## config.mk

```make
export PLATFORM = sky130hd
export DESIGN_NAME = command_handler
export DESIGN_NICKNAME = d
export VERILOG_FILES = /design/src/terminal_pkg.sv /design/src/terminal_if.sv /design/src/command_decoder.sv /design/src/command_handler.sv /design/src/cursor_tracker.sv /design/src/screen_writer.sv
export SDC_FILE = /design/constraint.sdc
export NUM_CORES = 1
export LEC_CHECK = 0
export ABC_AREA = 1
export BUFFER_PORTS_ARGS = -buffer_cell sky130_fd_sc_hd__buf_2
export CAP_MARGIN = 20
export CORE_ASPECT_RATIO = 1.75
export CORE_MARGIN = 2
export CORE_UTILIZATION = 30
export CTS_BUF_LIST = sky130_fd_sc_hd__clkbuf_4
export CTS_CLUSTER_DIAMETER = 120
export DETAILED_ROUTE_END_ITERATION = 10
export SETUP_SLACK_MARGIN = 0.3
export SYNTH_ARGS = -nofsm -noshare
export SYNTH_HDL_FRONTEND = slang
export SYNTH_SLANG_ARGS = --single-unit
```

## constraint.sdc

```tcl
create_clock -name clk -period 6.9 [get_ports clk]
set_input_delay 1.38 -clock clk [delete_from_list [all_inputs] [get_ports clk]]
set_output_delay 1.38 -clock clk [all_outputs]
set_load 0.005 [all_outputs]
```

## src/terminal_pkg.sv

```systemverilog
// terminal package: shared opcodes, decoder states and control-character codes
package terminal_pkg;

   // commands passed from the byte decoder to the cursor logic
   typedef enum logic [3:0] {
      op_put,
      op_bs,
      op_cr,
      op_lf,
      op_up,
      op_down,
      op_right,
      op_left,
      op_home,
      op_goto,
      op_erase_line,
      op_erase_screen
   } cmd_op_t;

   // byte parser states
   typedef enum logic [1:0] {
      st_char,
      st_esc,
      st_row,
      st_col
   } dec_state_t;

   // control characters understood in normal mode
   localparam logic [7:0] char_bs    = 8'h08;
   localparam logic [7:0] char_lf    = 8'h0a;
   localparam logic [7:0] char_cr    = 8'h0d;
   localparam logic [7:0] char_esc   = 8'h1b;

   // used to fill erased cells
   localparam logic [7:0] char_space = 8'h20;

   // printable range, inclusive on both ends
   localparam logic [7:0] char_first_print = 8'h20;
   localparam logic [7:0] char_last_print  = 8'h7e;

   // esc Y sends row and column biased by a space
   localparam logic [7:0] pos_offset = 8'h20;

endpackage
```

## src/terminal_if.sv

```systemverilog
// terminal interfaces: cursor command bus and character memory write request bus

interface cursor_cmd_if import terminal_pkg::*; #(
   parameter int rows = 25,
   parameter int cols = 80
) ();
   localparam int row_bits = $clog2(rows);
   localparam int col_bits = $clog2(cols);

   // one pulse per completed command
   logic                strobe;
   cmd_op_t             op;
   logic [7:0]          ch;
   logic [row_bits-1:0] row;
   logic                row_ok;
   logic [col_bits-1:0] col;

   modport source (output strobe, op, ch, row, row_ok, col);
   modport sink   (input  strobe, op, ch, row, row_ok, col);
endinterface

interface screen_write_if #(
   parameter int rows = 25,
   parameter int cols = 80
) ();
   localparam int addr_bits = $clog2(rows * cols);

   logic                 start;
   logic [7:0]           ch;
   logic [addr_bits-1:0] first;
   logic [addr_bits-1:0] last;
   // high while a run still has cells to write
   logic                 busy;

   modport source (output start, ch, first, last, input busy);
   modport sink   (input  start, ch, first, last, output busy);
endinterface

```

## src/command_decoder.sv

```systemverilog
// command decoder: parses the byte stream and escape sequences into cursor commands
module command_decoder import terminal_pkg::*; #(
   parameter int rows = 25,
   parameter int cols = 80
) (
   input  logic         clk,
   input  logic         clr,
   input  logic         px_clk,
   input  logic [7:0]   data,
   input  logic         valid,
   output logic         ready,
   cursor_cmd_if.source cmd,
   input  logic         wr_busy
);
   localparam int row_bits = $clog2(rows);
   localparam int col_bits = $clog2(cols);

   dec_state_t          state;
   logic                accept;
   logic                printable;
   logic                row_in_range;
   logic                col_in_range;
   logic [row_bits-1:0] row_q;
   logic                row_ok_q;

   // char memory runs at half rate and erase runs block new bytes
   assign ready  = ~px_clk & ~wr_busy;
   assign accept = ready & valid;

   assign printable    = (data >= char_first_print) && (data <= char_last_print);
   assign row_in_range = (data >= pos_offset) && (int'(data) < int'(pos_offset) + rows);
   assign col_in_range = (data >= pos_offset) && (int'(data) < int'(pos_offset) + cols);

   always_comb begin
      cmd.strobe = 1'b0;
      cmd.op     = op_put;
      cmd.ch     = data;
      cmd.row    = row_q;
      cmd.row_ok = row_ok_q;
      // out of range column goes to the last column
      cmd.col    = col_in_range ? col_bits'(data - pos_offset) : col_bits'(cols - 1);
      if (accept) begin
         case (state)
            st_char: begin
               if (printable) begin
                  cmd.strobe = 1'b1;
                  cmd.op     = op_put;
               end else begin
                  case (data)
                     char_bs: begin
                        cmd.strobe = 1'b1;
                        cmd.op     = op_bs;
                     end
                     char_cr: begin
                        cmd.strobe = 1'b1;
                        cmd.op     = op_cr;
                     end
                     char_lf: begin
                        cmd.strobe = 1'b1;
                        cmd.op     = op_lf;
                     end
                     default: ;
                  endcase
               end
            end
            st_esc: begin
               cmd.strobe = 1'b1;
               case (data)
                  "A":     cmd.op = op_up;
                  "B":     cmd.op = op_down;
                  "C":     cmd.op = op_right;
                  "D":     cmd.op = op_left;
                  "H":     cmd.op = op_home;
                  "K":     cmd.op = op_erase_line;
                  "J":     cmd.op = op_erase_screen;
                  // Y, a second esc and unknown codes issue nothing here
                  default: cmd.strobe = 1'b0;
               endcase
            end
            st_col: begin
               cmd.strobe = 1'b1;
               cmd.op     = op_goto;
            end
            default: ;
         endcase
      end
   end

   always_ff @(posedge clk or posedge clr) begin
      if (clr) begin
         state <= st_char;
      end else if (accept) begin
         case (state)
            st_char: begin
               if (data == char_esc) begin
                  state <= st_esc;
               end
            end
            st_esc: begin
               // a double escape keeps us in escape mode
               if (data == "Y") begin
                  state <= st_row;
               end else if (data != char_esc) begin
                  state <= st_char;
               end
            end
            st_row:  state <= st_col;
            default: state <= st_char;
         endcase
      end
   end

   // row argument is held until the column byte shows up
   always_ff @(posedge clk) begin
      if (accept && state == st_row) begin
         row_q    <= row_bits'(data - pos_offset);
         row_ok_q <= row_in_range;
      end
   end

endmodule

```

## src/command_handler.sv

```systemverilog
// command handler: VT52-style byte stream to character memory, cursor and scroll updates
module command_handler #(
   parameter int  rows = 25,
   parameter int  cols = 80,
   localparam int row_bits  = $clog2(rows),
   localparam int col_bits  = $clog2(cols),
   localparam int addr_bits = $clog2(rows * cols)
) (
   input  logic                 clk,
   input  logic                 clr,
   input  logic                 px_clk,
   input  logic [7:0]           data,
   input  logic                 valid,
   output logic                 ready,
   output logic [7:0]           new_char,
   output logic [addr_bits-1:0] new_char_address,
   output logic                 new_char_wen,
   output logic [col_bits-1:0]  new_cursor_x,
   output logic [row_bits-1:0]  new_cursor_y,
   output logic                 new_cursor_wen,
   output logic [addr_bits-1:0] new_first_char,
   output logic                 new_first_char_wen
);

   cursor_cmd_if   #(.rows(rows), .cols(cols)) cmd_bus ();
   screen_write_if #(.rows(rows), .cols(cols)) wr_bus ();

   command_decoder #(.rows(rows), .cols(cols)) u_decoder (
      .clk     (clk),
      .clr     (clr),
      .px_clk  (px_clk),
      .data    (data),
      .valid   (valid),
      .ready   (ready),
      .cmd     (cmd_bus.source),
      .wr_busy (wr_bus.busy)
   );

   cursor_tracker #(.rows(rows), .cols(cols)) u_tracker (
      .clk            (clk),
      .clr            (clr),
      .px_clk         (px_clk),
      .cmd            (cmd_bus.sink),
      .wr             (wr_bus.source),
      .cursor_x       (new_cursor_x),
      .cursor_y       (new_cursor_y),
      .cursor_wen     (new_cursor_wen),
      .first_char     (new_first_char),
      .first_char_wen (new_first_char_wen)
   );

   screen_writer #(.rows(rows), .cols(cols)) u_writer (
      .clk       (clk),
      .clr       (clr),
      .px_clk    (px_clk),
      .wr        (wr_bus.sink),
      .char_out  (new_char),
      .char_addr (new_char_address),
      .char_wen  (new_char_wen)
   );

endmodule

```

## src/cursor_tracker.sv

```systemverilog
// cursor tracker: keeps cursor, row and char addresses and scroll origin, requests writes
module cursor_tracker import terminal_pkg::*; #(
   parameter int  rows = 25,
   parameter int  cols = 80,
   localparam int row_bits  = $clog2(rows),
   localparam int col_bits  = $clog2(cols),
   localparam int addr_bits = $clog2(rows * cols)
) (
   input  logic                 clk,
   input  logic                 clr,
   input  logic                 px_clk,
   cursor_cmd_if.sink           cmd,
   screen_write_if.source       wr,
   output logic [col_bits-1:0]  cursor_x,
   output logic [row_bits-1:0]  cursor_y,
   output logic                 cursor_wen,
   output logic [addr_bits-1:0] first_char,
   output logic                 first_char_wen
);
   localparam int ext_bits = addr_bits + 1;

   localparam logic [addr_bits-1:0] buf_last = addr_bits'(rows * cols - 1);
   localparam logic [addr_bits-1:0] last_row = addr_bits'((rows - 1) * cols);
   localparam logic [addr_bits-1:0] cols_a   = addr_bits'(cols);
   localparam logic [addr_bits-1:0] row_span = addr_bits'(cols - 1);
   localparam logic [col_bits-1:0]  last_col = col_bits'(cols - 1);
   localparam logic [row_bits-1:0]  last_y   = row_bits'(rows - 1);
   localparam logic [ext_bits-1:0]  buf_size = ext_bits'(rows * cols);

   logic [addr_bits-1:0] row_addr;
   logic [addr_bits-1:0] char_addr;
   logic [addr_bits-1:0] row_down;
   logic [addr_bits-1:0] row_up;
   logic [addr_bits-1:0] origin_next;
   logic [addr_bits-1:0] x_ext;
   logic [row_bits-1:0]  goto_y;
   logic [ext_bits-1:0]  goto_sum;
   logic [addr_bits-1:0] goto_row;
   logic                 at_bottom;

   assign x_ext     = addr_bits'(cursor_x);
   assign at_bottom = (cursor_y == last_y);

   // row addresses are multiples of cols, so a single compare handles the wrap
   assign row_down    = (row_addr == last_row) ? '0 : row_addr + cols_a;
   assign row_up      = (row_addr == '0) ? last_row : row_addr - cols_a;
   assign origin_next = (first_char == last_row) ? '0 : first_char + cols_a;

   // absolute row address for esc Y, wraps at most once
   assign goto_y   = cmd.row_ok ? cmd.row : cursor_y;
   assign goto_sum = ext_bits'(first_char) + ext_bits'(goto_y) * ext_bits'(cols);
   assign goto_row = (goto_sum >= buf_size) ? addr_bits'(goto_sum - buf_size)
                                            : addr_bits'(goto_sum);

   always_comb begin
      wr.start = 1'b0;
      wr.ch    = char_space;
      wr.first = char_addr;
      wr.last  = char_addr;
      if (cmd.strobe) begin
         case (cmd.op)
            op_put: begin
               wr.start = 1'b1;
               wr.ch    = cmd.ch;
            end
            op_lf: begin
               // scrolling blanks the old top row, which becomes the new bottom
               if (at_bottom) begin
                  wr.start = 1'b1;
                  wr.first = first_char;
                  wr.last  = first_char + row_span;
               end
            end
            op_erase_line: begin
               wr.start = 1'b1;
               wr.last  = row_addr + row_span;
            end
            op_erase_screen: begin
               wr.start = 1'b1;
               wr.last  = (first_char == '0) ? buf_last : first_char - 1'b1;
            end
            default: ;
         endcase
      end
   end

   always_ff @(posedge clk or posedge clr) begin
      if (clr) begin
         cursor_x       <= '0;
         cursor_y       <= '0;
         cursor_wen     <= 1'b0;
         first_char     <= '0;
         first_char_wen <= 1'b0;
         row_addr       <= '0;
         char_addr      <= '0;
      end else if (px_clk) begin
         // display side has latched the values by now
         cursor_wen     <= 1'b0;
         first_char_wen <= 1'b0;
      end else if (cmd.strobe) begin
         case (cmd.op)
            op_put, op_right: begin
               // no auto-wrap, the last column gets overwritten
               if (cursor_x != last_col) begin
                  cursor_x   <= cursor_x + 1'b1;
                  char_addr  <= char_addr + 1'b1;
                  cursor_wen <= 1'b1;
               end
            end
            op_bs, op_left: begin
               if (cursor_x != '0) begin
                  cursor_x   <= cursor_x - 1'b1;
                  char_addr  <= char_addr - 1'b1;
                  cursor_wen <= 1'b1;
               end
            end
            op_cr: begin
               if (cursor_x != '0) begin
                  cursor_x   <= '0;
                  char_addr  <= row_addr;
                  cursor_wen <= 1'b1;
               end
            end
            op_lf: begin
               row_addr  <= row_down;
               char_addr <= row_down + x_ext;
               if (at_bottom) begin
                  first_char     <= origin_next;
                  first_char_wen <= 1'b1;
               end else begin
                  cursor_y   <= cursor_y + 1'b1;
                  cursor_wen <= 1'b1;
               end
            end
            op_down: begin
               if (!at_bottom) begin
                  cursor_y   <= cursor_y + 1'b1;
                  row_addr   <= row_down;
                  char_addr  <= row_down + x_ext;
                  cursor_wen <= 1'b1;
               end
            end
            op_up: begin
               if (cursor_y != '0) begin
                  cursor_y   <= cursor_y - 1'b1;
                  row_addr   <= row_up;
                  char_addr  <= row_up + x_ext;
                  cursor_wen <= 1'b1;
               end
            end
            op_home: begin
               cursor_x   <= '0;
               cursor_y   <= '0;
               row_addr   <= first_char;
               char_addr  <= first_char;
               cursor_wen <= 1'b1;
            end
            op_goto: begin
               cursor_x   <= cmd.col;
               cursor_y   <= goto_y;
               row_addr   <= goto_row;
               char_addr  <= goto_row + addr_bits'(cmd.col);
               cursor_wen <= 1'b1;
            end
            default: ;
         endcase
      end
   end

endmodule

```

## src/screen_writer.sv

```systemverilog
// screen writer: writes a single character or a run of cells into character memory
module screen_writer #(
   parameter int  rows = 25,
   parameter int  cols = 80,
   localparam int addr_bits = $clog2(rows * cols)
) (
   input  logic                 clk,
   input  logic                 clr,
   input  logic                 px_clk,
   screen_write_if.sink         wr,
   output logic [7:0]           char_out,
   output logic [addr_bits-1:0] char_addr,
   output logic                 char_wen
);
   localparam logic [addr_bits-1:0] buf_last = addr_bits'(rows * cols - 1);

   logic                 active;
   logic [addr_bits-1:0] run_last;
   logic [addr_bits-1:0] addr_next;

   // circular buffer, step past the end back to 0
   assign addr_next = (char_addr == buf_last) ? '0 : char_addr + 1'b1;
   assign wr.busy   = active;

   always_ff @(posedge clk or posedge clr) begin
      if (clr) begin
         char_wen <= 1'b0;
         active   <= 1'b0;
      end else if (wr.start) begin
         char_wen <= 1'b1;
         active   <= (wr.first != wr.last);
      end else if (px_clk) begin
         char_wen <= 1'b0;
      end else if (active) begin
         // one cell per px_clk low phase until the last one is out
         char_wen <= 1'b1;
         active   <= (addr_next != run_last);
      end
   end

   always_ff @(posedge clk) begin
      if (wr.start) begin
         char_out  <= wr.ch;
         char_addr <= wr.first;
         run_last  <= wr.last;
      end else if (!px_clk && active) begin
         char_addr <= addr_next;
      end
   end

endmodule

```

==> flow_summary.json <==
{
  "worst_slew_pin_slew_ns": 0.815,
  "start_util_pct": 30.5,
  "antenna_found_initial": 1,
  "synth-simple-area-share_pct": 32.9,
  "h-tree-depth": 3,
  "firstDrtPassIters": 5,
  "pre_cts_ws_ns": 1.21,
  "finClkSkew_ns": 0.0374,
  "setup_viol": 0,
  "synth_compound_area_share_pct": 15.8,
  "ys.flop_type": "dfrtp_1",
  "synth_edf_count": 36,
  "cts_hold_buf": 0,
  "synthArstFlopShare_pct": 56.6,
  "post-route-period-util_pct": 75.5,
  "grt_first_pass_wirelength_um": 45800,
  "nNetsFinal": 1364,
  "cap_viol_max_count": 0,
  "grt_pass1_vias": 8705,
  "dp_hpwl_um": 24000,
  "drtIter0Drc": 623,
  "port_buffers": 53,
  "cellPowerDensity_nw_per_um2": 243,
  "pin_count": 58,
  "stdcell_count": 1671,
  "fmax_mhz": 192,
  "syn_area_um2": 8530,
  "hold_path_class": "register to register",
  "clk_pin_slew_worst_paths_ns": 0.13,
  "die-area_um2": 29900,
  "ys_seq_elements": 83,
  "synth-xor-area-share_pct": 5.13,
  "clk_path_buf_depth": 2,
  "die_w_um": 132,
  "fp-row-count": 81,
  "rr_startpoint": "u_decoder.cmd.row_ok",
  "ys_warn_count": 0,
  "cts_sinks": 83,
  "crit_path_end": "u_tracker.char_addr[9]",
  "reg2reg_slack_ns": 1.69,
  "fill_cells": 3113,
  "clkLatencyLatePin_ns": 0.57,
  "synth_top_family_by_area": "simple AND/OR/NAND/NOR gates",
  "multi_input_area_um2": 5410,
  "drt_wl_total_um": 29600,
  "ff_latch_area_um2": 2260,
  "cts_tree": "yes",
  "critPathMaxFanout": 11,
  "syn_inst": 1244,
  "worst_slack_ns": 1.69,
  "cp.arrival_ns": 5.65,
  "viasPerCell": 5.16,
  "syn_avg_cell_area_um2": 6.86,
  "area_delta_synth_final_pct": 8.75,
  "end_kind": "register",
  "r2r_end": "u_tracker.char_addr[9]",
  "cts_made_buffers": 9,
  "layout-drive-gt1-share_pct": 12.3,
  "die_h_um": 227,
  "rr_worst_depth": 27,
  "critPathKind": "register to register",
  "crit_start": "u_decoder.cmd.row_ok",
  "post_cts_resized": 0,
  "yosys.area_share.adder_pct": 9.32,
  "gr-total-overflow": 0,
  "grtUsageTotal_pct": 20.0,
  "finalWeightedCongestion": 0.891,
  "cp-start-kind": "register",
  "required_ns": 7.35,
  "power_leakage_nw": 4.51,
  "setup-tns-final_ns": 0,
  "ir_drop_mv": 0.0898,
  "grt_max_degree": 48,
  "drc_errors": 0,
  "relSlewSlack_pct": 45.5,
  "wire_per_inst_um": 17.7,
  "hold_violations": 0,
  "rsz0062_at_grt": "false",
  "ys_seq_area_share_pct": 26.4,
  "synth_cell_types": 56,
  "dp.cells": 1653,
  "finalCriticalPeriod_ns": 5.21,
  "postCtsSetupRepairBufs": 0,
  "dr_total_vias": 8624,
  "timing.hold.ws_ns": 0.499,
  "power.total_mw": 2.25,
  "antenna_left": 0,
  "status": "finished clean",
  "root_buffer": "clkbuf_4",
  "synthMuxAreaShare_pct": 0,
  "coreArea_um2": 28000,
  "final_max_slew_viol_count": 0
}
[cell usage after synthesis (7+ instances only)]
| master | count | area (µm²) |
|---|---|---|
| nand3_1 | 80 | 400 |
| nor2_2 | 7 | 43.8 |
| nand2_2 | 12 | 75.1 |
| inv_1 | 159 | 597 |
| nor3_1 | 23 | 115 |
| xnor2_1 | 7 | 61.3 |
| nor2_1 | 110 | 413 |
| nand2_1 | 296 | 1110 |
| o211ai_1 | 10 | 75.1 |
| a21oi_1 | 55 | 275 |
| o22ai_1 | 14 | 87.6 |
| edfxtp_1 | 36 | 1080 |
| o21ai_0 | 87 | 435 |
| clkbuf_1 | 11 | 41.3 |
| buf_4 | 7 | 52.6 |
| nor4_1 | 10 | 62.6 |
| nand4_1 | 27 | 169 |
| or2_2 | 9 | 56.3 |
| o21ai_1 | 18 | 90.1 |
| nor2_4 | 7 | 78.8 |
| dfrtp_1 | 47 | 1180 |
| inv_2 | 25 | 93.8 |
| xor2_1 | 43 | 377 |
| ha_1 | 54 | 676 |
[final cells by class]
type / instances / area share (%)
multi-input cells: 952 / 58.3
flip-flops and latches: 83 / 24.3
inverters: 185 / 7.51
well taps: 373 / 5.03
repair buffers: 61 / 3.59
clock buffers: 11 / 0.890
clock inverters: 5 / 0.324
diodes: 1 / 0.0270
[logic make-up (layout without fill, tap and decap cells)]
group | Yosys count | in the layout
AO/OA/AOI/OAI | 231 | 231
XOR/XNOR | 50 | 50
adder cells (fa/ha/maj) | 60 | 60
buffers and inverters | 214 | 262
flip-flops | 83 | 83
other | 1 | 7
AND/OR/NAND/NOR | 605 | 605
[registers in the layout, summed over array words and instances (netlist names)]
register                  cells
u_decoder.cmd.row_ok          1
u_tracker.char_addr          11
u_writer.run_last            11
u_writer.char_out             8
u_tracker.first_char          7
u_decoder.state               2
u_tracker.first_char_wen      1
u_tracker.cursor_wen          1
u_writer.wr.busy              1
u_writer.char_addr           11
u_writer.char_wen             1
u_tracker.row_addr           11
u_decoder.cmd.row             5
u_tracker.cursor_y            5
u_tracker.cursor_x            7
[cell usage in the layout (no fill, tap or decap), types with 26 or more instances in the layout]
cell type,instances
ha_1,54
o21ai_0,87
nand4_1,27
nand3_1,80
inv_2,26
dfrtp_1,47
inv_1,158
xor2_1,43
nor2_1,110
edfxtp_1,36
a21oi_1,55
buf_2,53
nand2_1,296
[stage by stage]
step	util (%)	cell area [µm²]
2_1_floorplan	-	8550
4_1_cts	33.1	9260
5_1_grt	33.2	9280
6_report	33.2	9280
3_5_place_dp	32.7	9150
3_3_place_gp	32.7	9150
[layer usage]
metal  wire (µm)  up-vias  GRT usage, %
met1       10300     3993          18.4
met3        1060      114          3.01
met2       16000      269          38.7
met4        2330        0          16.3
li1            -     4248             -
met5           0        -             0
[worst min path at each step]
stage	start	endpoint	slack, ns	cells after the start
after floorplan	u_writer.char_wen	u_writer.char_wen	0.47	2
after global placement	u_writer.char_wen	u_writer.char_wen	0.47	2
after detailed placement	u_writer.char_wen	u_writer.char_wen	0.48	2
after CTS	u_writer.char_wen	u_writer.char_wen	0.51	2
after global routing	u_writer.char_wen	u_writer.char_wen	0.54	2
final	u_writer.char_wen	u_writer.char_wen	0.50	2
[power by group]
| group | switching [mW] | internal (mW) |
|---|---|---|
| sequential | 0.140 | 0.634 |
| combinational | 0.734 | 0.453 |
| clock | 0.210 | 0.0799 |
[worst max-delay path: stages, from the launching register on]
cell and delay [ns]:
edfxtp_1 0.52, nand2_1 0.11, o21ai_0 0.08, buf_4 0.16, ha_1 0.29, ha_1 0.23
fa_1 0.44, ha_1 0.34, a21oi_1 0.21, nand2_1 0.09, xor2_1 0.22, inv_1 0.09
nand3_1 0.10, nand2_1 0.22, o21ai_0 0.45, ha_1 0.35, nand2_1 0.08, inv_1 0.04
o21ai_0 0.34, nand2_1 0.09, nand3_1 0.13, nor2_1 0.06, nand2_1 0.09, nand3_1 0.06
nor2_1 0.10, nand3_1 0.07, nand2_1 0.06, nand2_1 0.05
Power figures use the tool's default switching activity.
